**src/hdl/apu_settings.svh**
```systemverilog
`ifndef APU_SETTINGS_SVH
`define APU_SETTINGS_SVH

// Status on read, channel enables on write.
`define APU_ADDR_STATUS 5'h15

// Frame counter control.
`define APU_ADDR_FRAME 5'h17

// Sequencer ticks between two frame steps.
`define APU_FRAME_STEP 3728

// Left shift applied to the sum of the channel samples.
`define APU_MIX_SHIFT 3

`endif

```
**src/hdl/apu_bus_pkg.sv**
```systemverilog
package apu_bus_pkg;

	// APB byte address.
	typedef logic [4:0] apb_addr_t;

	// APB register data.
	typedef logic [7:0] apb_data_t;

	// Register index inside one channel.
	typedef logic [1:0] chan_reg_t;

endpackage

```
**src/hdl/apu_audio_pkg.sv**
```systemverilog
package apu_audio_pkg;

	// Level of one channel.
	typedef logic [3:0] sample_t;

	// Mixed output.
	typedef logic [7:0] mix_t;

	typedef logic [10:0] timer_t;
	typedef logic [7:0] length_t;
	typedef logic [1:0] duty_t;

	// Frame sequencer steps.
	typedef enum logic [2:0] {
		FS_STEP1,
		FS_STEP2,
		FS_STEP3,
		FS_STEP4,
		FS_STEP5
	} frame_state_t;

endpackage

```
**src/hdl/apu_regs.sv**
```systemverilog
`timescale 1ns/100ps
`include "apu_settings.svh"

module apu_regs (
	input  logic                   sys_clk,
	input  logic                   sys_rst_n,
	input  logic                   psel,
	input  logic                   penable,
	input  logic                   pwrite,
	input  apu_bus_pkg::apb_addr_t paddr,
	input  apu_bus_pkg::apb_data_t pwdata,
	input  logic                   irq_tick,
	input  logic                   act0,
	input  logic                   act1,
	output apu_bus_pkg::apb_data_t prdata,
	output logic                   pready,
	output logic                   pslverr,
	output logic                   wr0,
	output logic                   wr1,
	output apu_bus_pkg::chan_reg_t reg_idx,
	output apu_bus_pkg::apb_data_t wdata,
	output logic                   en0,
	output logic                   en1,
	output logic                   mode,
	output logic                   restart,
	output logic                   irq
);

	logic access;
	logic mapped;
	logic stat_rd;
	logic stat_wr;
	logic frame_wr;
	logic inhibit;
	logic [4:0] en;

	assign access = psel && penable;
	assign mapped = (paddr[4:3] == 2'b00) || (paddr == `APU_ADDR_STATUS) ||
		(paddr == `APU_ADDR_FRAME);

	assign pready = 1'b1;
	assign pslverr = access && !mapped;

	// Pulse 0 at 0x00-0x03, pulse 1 at 0x04-0x07.
	assign wr0 = access && pwrite && (paddr[4:2] == 3'd0);
	assign wr1 = access && pwrite && (paddr[4:2] == 3'd1);
	assign reg_idx = paddr[1:0];
	assign wdata = pwdata;

	assign stat_rd = access && !pwrite && (paddr == `APU_ADDR_STATUS);
	assign stat_wr = access && pwrite && (paddr == `APU_ADDR_STATUS);
	assign frame_wr = access && pwrite && (paddr == `APU_ADDR_FRAME);
	assign restart = frame_wr;

	assign prdata = stat_rd ? {1'b0, irq, 4'b0000, act1, act0} : 8'h00;

	// Triangle, noise and DMC enables are kept for readback-free software.
	always_ff @(posedge sys_clk or negedge sys_rst_n) begin
		if (!sys_rst_n) begin
			en <= 5'b0;
		end else if (stat_wr) begin
			en <= pwdata[4:0];
		end
	end

	assign en0 = en[0];
	assign en1 = en[1];

	always_ff @(posedge sys_clk or negedge sys_rst_n) begin
		if (!sys_rst_n) begin
			mode <= 1'b0;
			inhibit <= 1'b0;
		end else if (frame_wr) begin
			mode <= pwdata[7];
			inhibit <= pwdata[6];
		end
	end

	// Setting inhibit beats a tick in the same cycle.
	always_ff @(posedge sys_clk or negedge sys_rst_n) begin
		if (!sys_rst_n) begin
			irq <= 1'b0;
		end else if (frame_wr && pwdata[6]) begin
			irq <= 1'b0;
		end else if (irq_tick && !mode && !inhibit) begin
			irq <= 1'b1;
		end else if (stat_rd) begin
			irq <= 1'b0;
		end
	end

	a_penable_psel: assert property (@(posedge sys_clk) disable iff (!sys_rst_n)
		penable |-> psel);

	a_wr_onehot: assert property (@(posedge sys_clk) disable iff (!sys_rst_n)
		!(wr0 && wr1));

endmodule

```
**src/hdl/apu_frame_seq.sv**
```systemverilog
`timescale 1ns/100ps
`include "apu_settings.svh"

module apu_frame_seq (
	input  logic sys_clk,
	input  logic sys_rst_n,
	input  logic mode,
	input  logic restart,
	output logic quarter,
	output logic half,
	output logic irq_tick
);

	logic phase;
	logic fire;
	logic [11:0] cnt;
	apu_audio_pkg::frame_state_t state;

	// Half-rate enable, realigned by a restart.
	always_ff @(posedge sys_clk or negedge sys_rst_n) begin
		if (!sys_rst_n) begin
			phase <= 1'b0;
		end else if (restart) begin
			phase <= 1'b0;
		end else begin
			phase <= ~phase;
		end
	end

	assign fire = phase && (cnt == 12'(`APU_FRAME_STEP - 1));

	always_ff @(posedge sys_clk or negedge sys_rst_n) begin
		if (!sys_rst_n) begin
			cnt <= 12'd0;
			state <= apu_audio_pkg::FS_STEP1;
			quarter <= 1'b0;
			half <= 1'b0;
			irq_tick <= 1'b0;
		end else if (restart) begin
			cnt <= 12'd0;
			state <= apu_audio_pkg::FS_STEP1;
			quarter <= 1'b0;
			half <= 1'b0;
			irq_tick <= 1'b0;
		end else begin
			quarter <= 1'b0;
			half <= 1'b0;
			irq_tick <= 1'b0;
			if (fire) begin
				cnt <= 12'd0;
				case (state)
					apu_audio_pkg::FS_STEP1: begin
						quarter <= 1'b1;
						state <= apu_audio_pkg::FS_STEP2;
					end
					apu_audio_pkg::FS_STEP2: begin
						quarter <= 1'b1;
						half <= 1'b1;
						state <= apu_audio_pkg::FS_STEP3;
					end
					apu_audio_pkg::FS_STEP3: begin
						quarter <= 1'b1;
						state <= apu_audio_pkg::FS_STEP4;
					end
					apu_audio_pkg::FS_STEP4: begin
						// Silent in 5-step mode.
						if (mode) begin
							state <= apu_audio_pkg::FS_STEP5;
						end else begin
							quarter <= 1'b1;
							half <= 1'b1;
							irq_tick <= 1'b1;
							state <= apu_audio_pkg::FS_STEP1;
						end
					end
					default: begin
						quarter <= 1'b1;
						half <= 1'b1;
						state <= apu_audio_pkg::FS_STEP1;
					end
				endcase
			end else if (phase) begin
				cnt <= cnt + 12'd1;
			end
		end
	end

	a_half_quarter: assert property (@(posedge sys_clk) disable iff (!sys_rst_n)
		half |-> quarter);

endmodule

```
**src/hdl/apu_pulse.sv**
```systemverilog
`timescale 1ns/100ps

module apu_pulse (
	input  logic                      sys_clk,
	input  logic                      sys_rst_n,
	input  logic                      wr,
	input  apu_bus_pkg::chan_reg_t    reg_idx,
	input  apu_bus_pkg::apb_data_t    wdata,
	input  logic                      en,
	input  logic                      quarter,
	input  logic                      half,
	output apu_audio_pkg::sample_t    sample,
	output logic                      act
);

	localparam apu_audio_pkg::length_t LEN_TABLE [32] = '{
		8'd10, 8'd254, 8'd20, 8'd2, 8'd40, 8'd4, 8'd80, 8'd6,
		8'd160, 8'd8, 8'd60, 8'd10, 8'd14, 8'd12, 8'd26, 8'd14,
		8'd12, 8'd16, 8'd24, 8'd18, 8'd48, 8'd20, 8'd96, 8'd22,
		8'd192, 8'd24, 8'd72, 8'd26, 8'd16, 8'd28, 8'd32, 8'd30
	};

	apu_audio_pkg::duty_t duty;
	logic halt;
	logic const_vol;
	apu_audio_pkg::sample_t vol;
	apu_audio_pkg::timer_t period;
	apu_audio_pkg::timer_t timer;
	apu_audio_pkg::length_t length;
	apu_audio_pkg::sample_t env_div;
	apu_audio_pkg::sample_t decay;
	logic [1:0] step;
	logic [3:0] pattern;
	logic wr3;

	assign wr3 = wr && (reg_idx == 2'd3);

	// Register 1 (sweep) is accepted and dropped.
	always_ff @(posedge sys_clk or negedge sys_rst_n) begin
		if (!sys_rst_n) begin
			duty <= 2'd0;
			halt <= 1'b0;
			const_vol <= 1'b0;
			vol <= 4'd0;
			period <= 11'd0;
		end else if (wr) begin
			case (reg_idx)
				2'd0: begin
					duty <= wdata[7:6];
					halt <= wdata[5];
					const_vol <= wdata[4];
					vol <= wdata[3:0];
				end
				2'd2: period[7:0] <= wdata;
				2'd3: period[10:8] <= wdata[2:0];
				default: ;
			endcase
		end
	end

	always_ff @(posedge sys_clk or negedge sys_rst_n) begin
		if (!sys_rst_n) begin
			timer <= 11'd0;
			step <= 2'd0;
		end else if (wr3) begin
			step <= 2'd0;
		end else if (timer == 11'd0) begin
			timer <= period;
			step <= step + 2'd1;
		end else begin
			timer <= timer - 11'd1;
		end
	end

	always_ff @(posedge sys_clk or negedge sys_rst_n) begin
		if (!sys_rst_n) begin
			length <= 8'd0;
		end else if (!en) begin
			length <= 8'd0;
		end else if (wr3) begin
			length <= LEN_TABLE[wdata[7:3]];
		end else if (half && !halt && length != 8'd0) begin
			length <= length - 8'd1;
		end
	end

	// Envelope decays once per divider period, looping on halt.
	always_ff @(posedge sys_clk or negedge sys_rst_n) begin
		if (!sys_rst_n) begin
			env_div <= 4'd0;
			decay <= 4'd0;
		end else if (wr3) begin
			env_div <= vol;
			decay <= 4'd15;
		end else if (quarter) begin
			if (env_div == 4'd0) begin
				env_div <= vol;
				if (decay != 4'd0) begin
					decay <= decay - 4'd1;
				end else if (halt) begin
					decay <= 4'd15;
				end
			end else begin
				env_div <= env_div - 4'd1;
			end
		end
	end

	always_comb begin
		case (duty)
			2'd0: pattern = 4'b0001;
			2'd1: pattern = 4'b0011;
			2'd2: pattern = 4'b0111;
			default: pattern = 4'b1110;
		endcase
	end

	assign act = (length != 8'd0);
	assign sample = (pattern[step] && act && period >= 11'd8) ?
		(const_vol ? vol : decay) : 4'd0;

endmodule

```
**src/hdl/apu_mixer.sv**
```systemverilog
`timescale 1ns/100ps
`include "apu_settings.svh"

module apu_mixer (
	input  logic                   sys_clk,
	input  logic                   sys_rst_n,
	input  apu_audio_pkg::sample_t sample0,
	input  apu_audio_pkg::sample_t sample1,
	output apu_audio_pkg::mix_t    audio
);

	logic [4:0] sum;
	logic [11:0] mix_wide;

	assign sum = {1'b0, sample0} + {1'b0, sample1};
	assign mix_wide = 12'(sum) << `APU_MIX_SHIFT;

	always_ff @(posedge sys_clk or negedge sys_rst_n) begin
		if (!sys_rst_n) begin
			audio <= 8'd0;
		end else begin
			audio <= mix_wide[7:0];
		end
	end

	// Full-scale pair must still fit the output.
	a_no_wrap: assert property (@(posedge sys_clk) disable iff (!sys_rst_n)
		mix_wide[11:8] == 4'd0);

endmodule

```
**src/hdl/apu.sv**
```systemverilog
`timescale 1ns/100ps

module apu (
	input  logic                   sys_clk,
	input  logic                   sys_rst_n,
	input  logic                   psel,
	input  logic                   penable,
	input  logic                   pwrite,
	input  apu_bus_pkg::apb_addr_t paddr,
	input  apu_bus_pkg::apb_data_t pwdata,
	output apu_bus_pkg::apb_data_t prdata,
	output logic                   pready,
	output logic                   pslverr,
	output logic                   irq,
	output apu_audio_pkg::mix_t    audio
);

	logic wr0;
	logic wr1;
	logic en0;
	logic en1;
	logic act0;
	logic act1;
	logic mode;
	logic restart;
	logic quarter;
	logic half;
	logic irq_tick;
	apu_bus_pkg::chan_reg_t reg_idx;
	apu_bus_pkg::apb_data_t wdata;
	apu_audio_pkg::sample_t sample0;
	apu_audio_pkg::sample_t sample1;

	apu_regs u_regs (
		.sys_clk(sys_clk), .sys_rst_n(sys_rst_n),
		.psel(psel), .penable(penable), .pwrite(pwrite),
		.paddr(paddr), .pwdata(pwdata),
		.irq_tick(irq_tick), .act0(act0), .act1(act1),
		.prdata(prdata), .pready(pready), .pslverr(pslverr),
		.wr0(wr0), .wr1(wr1), .reg_idx(reg_idx), .wdata(wdata),
		.en0(en0), .en1(en1), .mode(mode), .restart(restart), .irq(irq)
	);

	apu_frame_seq u_frame_seq (
		.sys_clk(sys_clk), .sys_rst_n(sys_rst_n),
		.mode(mode), .restart(restart),
		.quarter(quarter), .half(half), .irq_tick(irq_tick)
	);

	apu_pulse u_pulse0 (
		.sys_clk(sys_clk), .sys_rst_n(sys_rst_n),
		.wr(wr0), .reg_idx(reg_idx), .wdata(wdata), .en(en0),
		.quarter(quarter), .half(half),
		.sample(sample0), .act(act0)
	);

	apu_pulse u_pulse1 (
		.sys_clk(sys_clk), .sys_rst_n(sys_rst_n),
		.wr(wr1), .reg_idx(reg_idx), .wdata(wdata), .en(en1),
		.quarter(quarter), .half(half),
		.sample(sample1), .act(act1)
	);

	apu_mixer u_mixer (
		.sys_clk(sys_clk), .sys_rst_n(sys_rst_n),
		.sample0(sample0), .sample1(sample1),
		.audio(audio)
	);

endmodule

```
**config.mk**
```make
export PLATFORM = sky130hd
export DESIGN_NAME = apu
export DESIGN_NICKNAME = d
export VERILOG_FILES = /design/src/hdl/apu_bus_pkg.sv /design/src/hdl/apu_audio_pkg.sv /design/src/hdl/apu_regs.sv /design/src/hdl/apu_frame_seq.sv /design/src/hdl/apu_pulse.sv /design/src/hdl/apu_mixer.sv /design/src/hdl/apu.sv
export VERILOG_INCLUDE_DIRS = /design/src /design/src/hdl
export SDC_FILE = /design/constraint.sdc
export NUM_CORES = 1
export LEC_CHECK = 0
export BUFFER_PORTS_ARGS = -buffer_cell sky130_fd_sc_hd__buf_2
export CORE_ASPECT_RATIO = 1.5
export CORE_UTILIZATION = 31
export DETAILED_ROUTE_END_ITERATION = 16
export GPL_TIMING_DRIVEN = 1
export MAX_ROUTING_LAYER = met4
export PLACE_DENSITY_LB_ADDON = 0.25
export REMOVE_ABC_BUFFERS = 1
export SYNTH_ARGS = -nofsm -noshare
export SYNTH_HDL_FRONTEND = slang
export SYNTH_SLANG_ARGS = --single-unit
```
**constraint.sdc**
```tcl
create_clock -name sys_clk -period 3.35 [get_ports sys_clk]
set_input_delay 0.5025 -clock sys_clk [delete_from_list [all_inputs] [get_ports sys_clk]]
set_output_delay 0.5025 -clock sys_clk [all_outputs]
set_load 0.02 [all_outputs]
```
==> metrics.md <==
| Metric | Value |
|---|---|
| Placer's final routability congestion estimate | `0.839` |
| Required time of the critical path | `3.66 ns` |
| Starting Density | `0.316` |
| Slowest cell delay on critical path | `0.48 ns` |
| Via total after detailed routing | `5466` |
| Post-synth EDFFs | `0` |
| Width of the die | `125 um` |
| R2r startpoint | `u_pulse1.length[0]$_DFFE_PN0P_` |
| Slowest stage cell, crit path | `nor3b_1` |
| Count of antenna diodes in the layout | `0` |
| Logic depth of the worst setup path including buffers | `10` |
| Synth unique cells | `68` |
| Setup repair after global routing missed its margin | `false` |
| Pin count of the biggest net entering global routing | `43` |
| Slew @ Worst Pin | `0.879 ns` |
| Min Tclk post-route | `2.61 ns` |
| Most frequent cells in the layout | `dfrtp_1 (125), nand2_1 (63), a21oi_1 (45), o21ai_0 (43), inv_1 (42)` |
| Port buffer count | `27` |
| Clk slew on worst S/H paths | `0.06 ns` |
| # fillers | `2277` |
| Mean area per synthesized cell | `9.55 um^2` |
| Placed instance count | `1018` |
| Routed wire length | `17000 um` |
| Total iterations of the first detailed-routing run | `4` |
| H-tree depth | `4` |
| Total half-perimeter wirelength after legalization and detailed placement | `12300 um` |
| Number of top-level design ports | `37` |
| Leading cell type in the layout, fill and taps excluded | `dfrtp_1` |
| Clock skew | `0.00870 ns` |
| Main synth FF type | `dfrtp_1` |
| CTS tree | `built` |
| WHS | `0.0908 ns` |
| Fraction of the mapped netlist area in simple logic gates | `0.219` |
| Post-detailed-route count of antenna-violating nets | `0` |
| Number of global-route vias before repair | `5415` |
| Critical path start-end classification | `reg -> reg` |
| Fraction of layout cells with a size suffix above 1 | `0.167` |
| Family of cells with the greatest summed delay on the critical path | `simple AND/OR/NAND/NOR gates` |
| Row cnt | `67` |
| Combinational family with the most area after synthesis | `simple AND/OR/NAND/NOR gates` |
| Static Leak | `3.53 nW` |
| Share of the clock period used by the worst path | `0.779` |
| Synthesized flop and latch total | `125` |
| Top post-synthesis cells by area | `dfrtp_1 (44%), mux2_2 (5.1%), ha_1 (3.4%)` |
| Setup crit start kind | `flop` |
| Worst IR drop on VDD | `0.321 mV` |
| Maximum Capacitance Violations | `0` |
| CP endpoint kind | `flop` |
| Clk Latency, worst-skew pair | `0.42 ns` |
| Cell count after synthesis | `739` |
| Overflow left after global routing | `0` |
| Drt first-iter violations | `212` |
| Capture point of the worst reg-to-reg path | `u_mixer.audio[7]$_DFF_PN0_` |
| Arrival time of data at the critical path endpoint | `2.92 ns` |
| Mux share of post-synthesis cell area | `0.0738` |
| Total negative slack for setup checks | `0 ns` |
| Sequence of cells on the critical path | `inv_1, ha_1, nor3b_1, nand2_1, nand4_1, nor2_1, ha_1, fa_1, a21o_1, a21o_1` |
| XOR/XNOR share of the synthesized area | `0.0223` |
| Sequential share of the synthesized area | `0.443` |
| Top cell type's share of synthesized area | `0.443` |
| Cell Count, Final, Fillers Out | `1050` |
| Via-per-instance ratio | `5.21` |
| CP Max Fanout | `5` |
| CTS root buf | `clkbuf_16` |
| Tot GR Track Use | `0.161` |
| Power consumption | `0.00452 W` |
| Sum of buffers and inverters on the critical path | `1` |
| Number of clock buffers inserted by TritonCTS | `17` |
| YS warnings | `0` |
| Maximum clock frequency | `383 MHz` |
| Number of hold-slack violations in the final timing report | `0` |
| Core outline area | `22300 um^2` |
| Antenna violations before repair | `0` |
| Number of buffers inserted by hold repair at cts | `0` |
| Adder-Cell Fraction of Synth Area | `0.0365` |
| Pwr/cell area | `560 nW/um^2` |
| Remaining max-slew budget at the tightest pin | `0.414` |
| Number of buffers inserted by post-CTS setup repair | `0` |
| Fraction of registers with async set/reset | `1.00` |
| First-pass GRT wire length | `28700 um` |
| Final number of setup-violating endpoints | `0` |
| Routed WL per cell | `16.2 um` |
| Post-synthesis instance area | `7060 um^2` |
| Layout Area Growth over Synthesis | `14.4%` |
| Post-CTS sizing | `0` |
| Slew Limit Fails | `0` |
| Share of the synthesized area in compound gates (AO/OA/AOI/OAI) | `0.152` |
| Area of the die | `23400 um^2` |
| CTS Buffer Depth | `2` |
| Residual DRC | `0` |
| Status | `complete, no violations` |
| Num Clock Sinks | `125` |
| Reg2reg path depth | `10` |
| Fraction of the core area covered by cells at the end of the flow | `0.362` |
| Height of the die | `187 um` |
| Flop-to-flop setup slack | `0.74 ns` |
| Layout Nets | `799` |
| Worst hold-check path type | `in -> async` |
| Yosys top cell by area | `dfrtp_1` |
==> Yosys cell counts (6+ instances only) <==
| cell | count |
|---|---|
| or3_1 | 10 |
| inv_1 | 42 |
| mux2_2 | 32 |
| xor2_1 | 8 |
| or3b_2 | 6 |
| ha_1 | 19 |
| nand2_1 | 63 |
| nor2_1 | 39 |
| dfrtp_1 | 125 |
| buf_4 | 9 |
| nor3_1 | 29 |
| o211ai_1 | 12 |
| nand2b_1 | 15 |
| and3_1 | 7 |
| o21ai_0 | 43 |
| nor2b_1 | 13 |
| nand3_1 | 18 |
| a22oi_1 | 6 |
| nand4_1 | 11 |
| or2_2 | 6 |
| nor3b_1 | 7 |
| xnor2_1 | 10 |
| or4_1 | 7 |
| mux2i_1 | 16 |
| a21oi_1 | 45 |
| clkbuf_1 | 28 |
| a211oi_1 | 13 |
| nor4_1 | 13 |
==> where the power goes <==
| group | internal [W] | switching (W) |
|---|---|---|
| logic | 0.000291 | 0.000341 |
| clock network | 0.00118 | 0.000727 |
| registers | 0.00173 | 0.000254 |
==> area by class of cell <==
| cell class | count | area, um^2 | area share |
|---|---|---|---|
| multi-input cells | 537 | 3590 | 0.445 |
| clock buffers | 17 | 425 | 0.0527 |
| inverters | 42 | 158 | 0.0195 |
| well taps | 276 | 345 | 0.0428 |
| clock inverters | 15 | 188 | 0.0233 |
| flip-flops and latches | 125 | 3130 | 0.388 |
| repair buffers | 38 | 233 | 0.0288 |
==> layer usage <==
layer  part of all wire  vias up  wire [um]  track usage
li1                   -     2715          -            -
met4              0.017        0        297       0.0563
met5                  0        -          0            -
met2               0.52       82       8810        0.278
met1               0.44     2649       7510        0.187
met3              0.024       20        408       0.0261
==> cells by family (layout without fill, tap and decap cells) <==
| family | after synthesis | after routing |
|---|---|---|
| simple gates | 274 | 274 |
| compound gates | 168 | 168 |
| flops | 125 | 125 |
| buf+inv | 84 | 112 |
| mux | 48 | 48 |
| fa+ha+maj | 20 | 20 |
| xor+xnor | 18 | 18 |
| other cells | 2 | 9 |
==> state kept, by name (all words and copies together), names as in the netlist, 5 cells and up <==
register / cells
u_frame_seq.cnt: 12
u_mixer.audio: 5
u_pulse0.length: 8
u_pulse0.period: 11
u_pulse0.timer: 11
u_pulse1.length: 8
u_pulse1.period: 11
u_pulse1.timer: 11
==> stage by stage <==
stage	instance area (um^2)	setup slack, ns
CTS	8070	0.730
finish	8070	0.740
global placement	7460	0.822
floorplan	6870	0.756
global route	8070	0.526
detailed placement	7460	0.774
==> worst register-to-register path, delay by kind of cell (launching register included) <==
family / cells / cell delay, ns
compound gates: 2 / 0.35
fa+ha+maj: 3 / 0.82
buf+inv: 1 / 0.06
flops: 1 / 0.40
simple gates: 4 / 0.88
==> worst max-delay path by stage <==
| stage | start | end | slack (ns) |
|---|---|---|---|
| 4_1_cts | u_pulse1.length[0]$_DFFE_PN0P_ | u_mixer.audio[7]$_DFF_PN0_ | 0.73 |
| 3_3_place_gp | u_pulse1.length[0]$_DFFE_PN0P_ | u_mixer.audio[7]$_DFF_PN0_ | 0.82 |
| 6_report | u_pulse1.length[0]$_DFFE_PN0P_ | u_mixer.audio[7]$_DFF_PN0_ | 0.74 |
| 3_5_place_dp | u_pulse1.length[0]$_DFFE_PN0P_ | u_mixer.audio[7]$_DFF_PN0_ | 0.77 |
| 5_1_grt | u_pulse1.length[0]$_DFFE_PN0P_ | u_mixer.audio[7]$_DFF_PN0_ | 0.53 |
| 2_1_floorplan | paddr[3] | u_pulse0.timer[10]$_DFFE_PN0N_ | 0.76 |
Power figures use the tool's default switching activity.
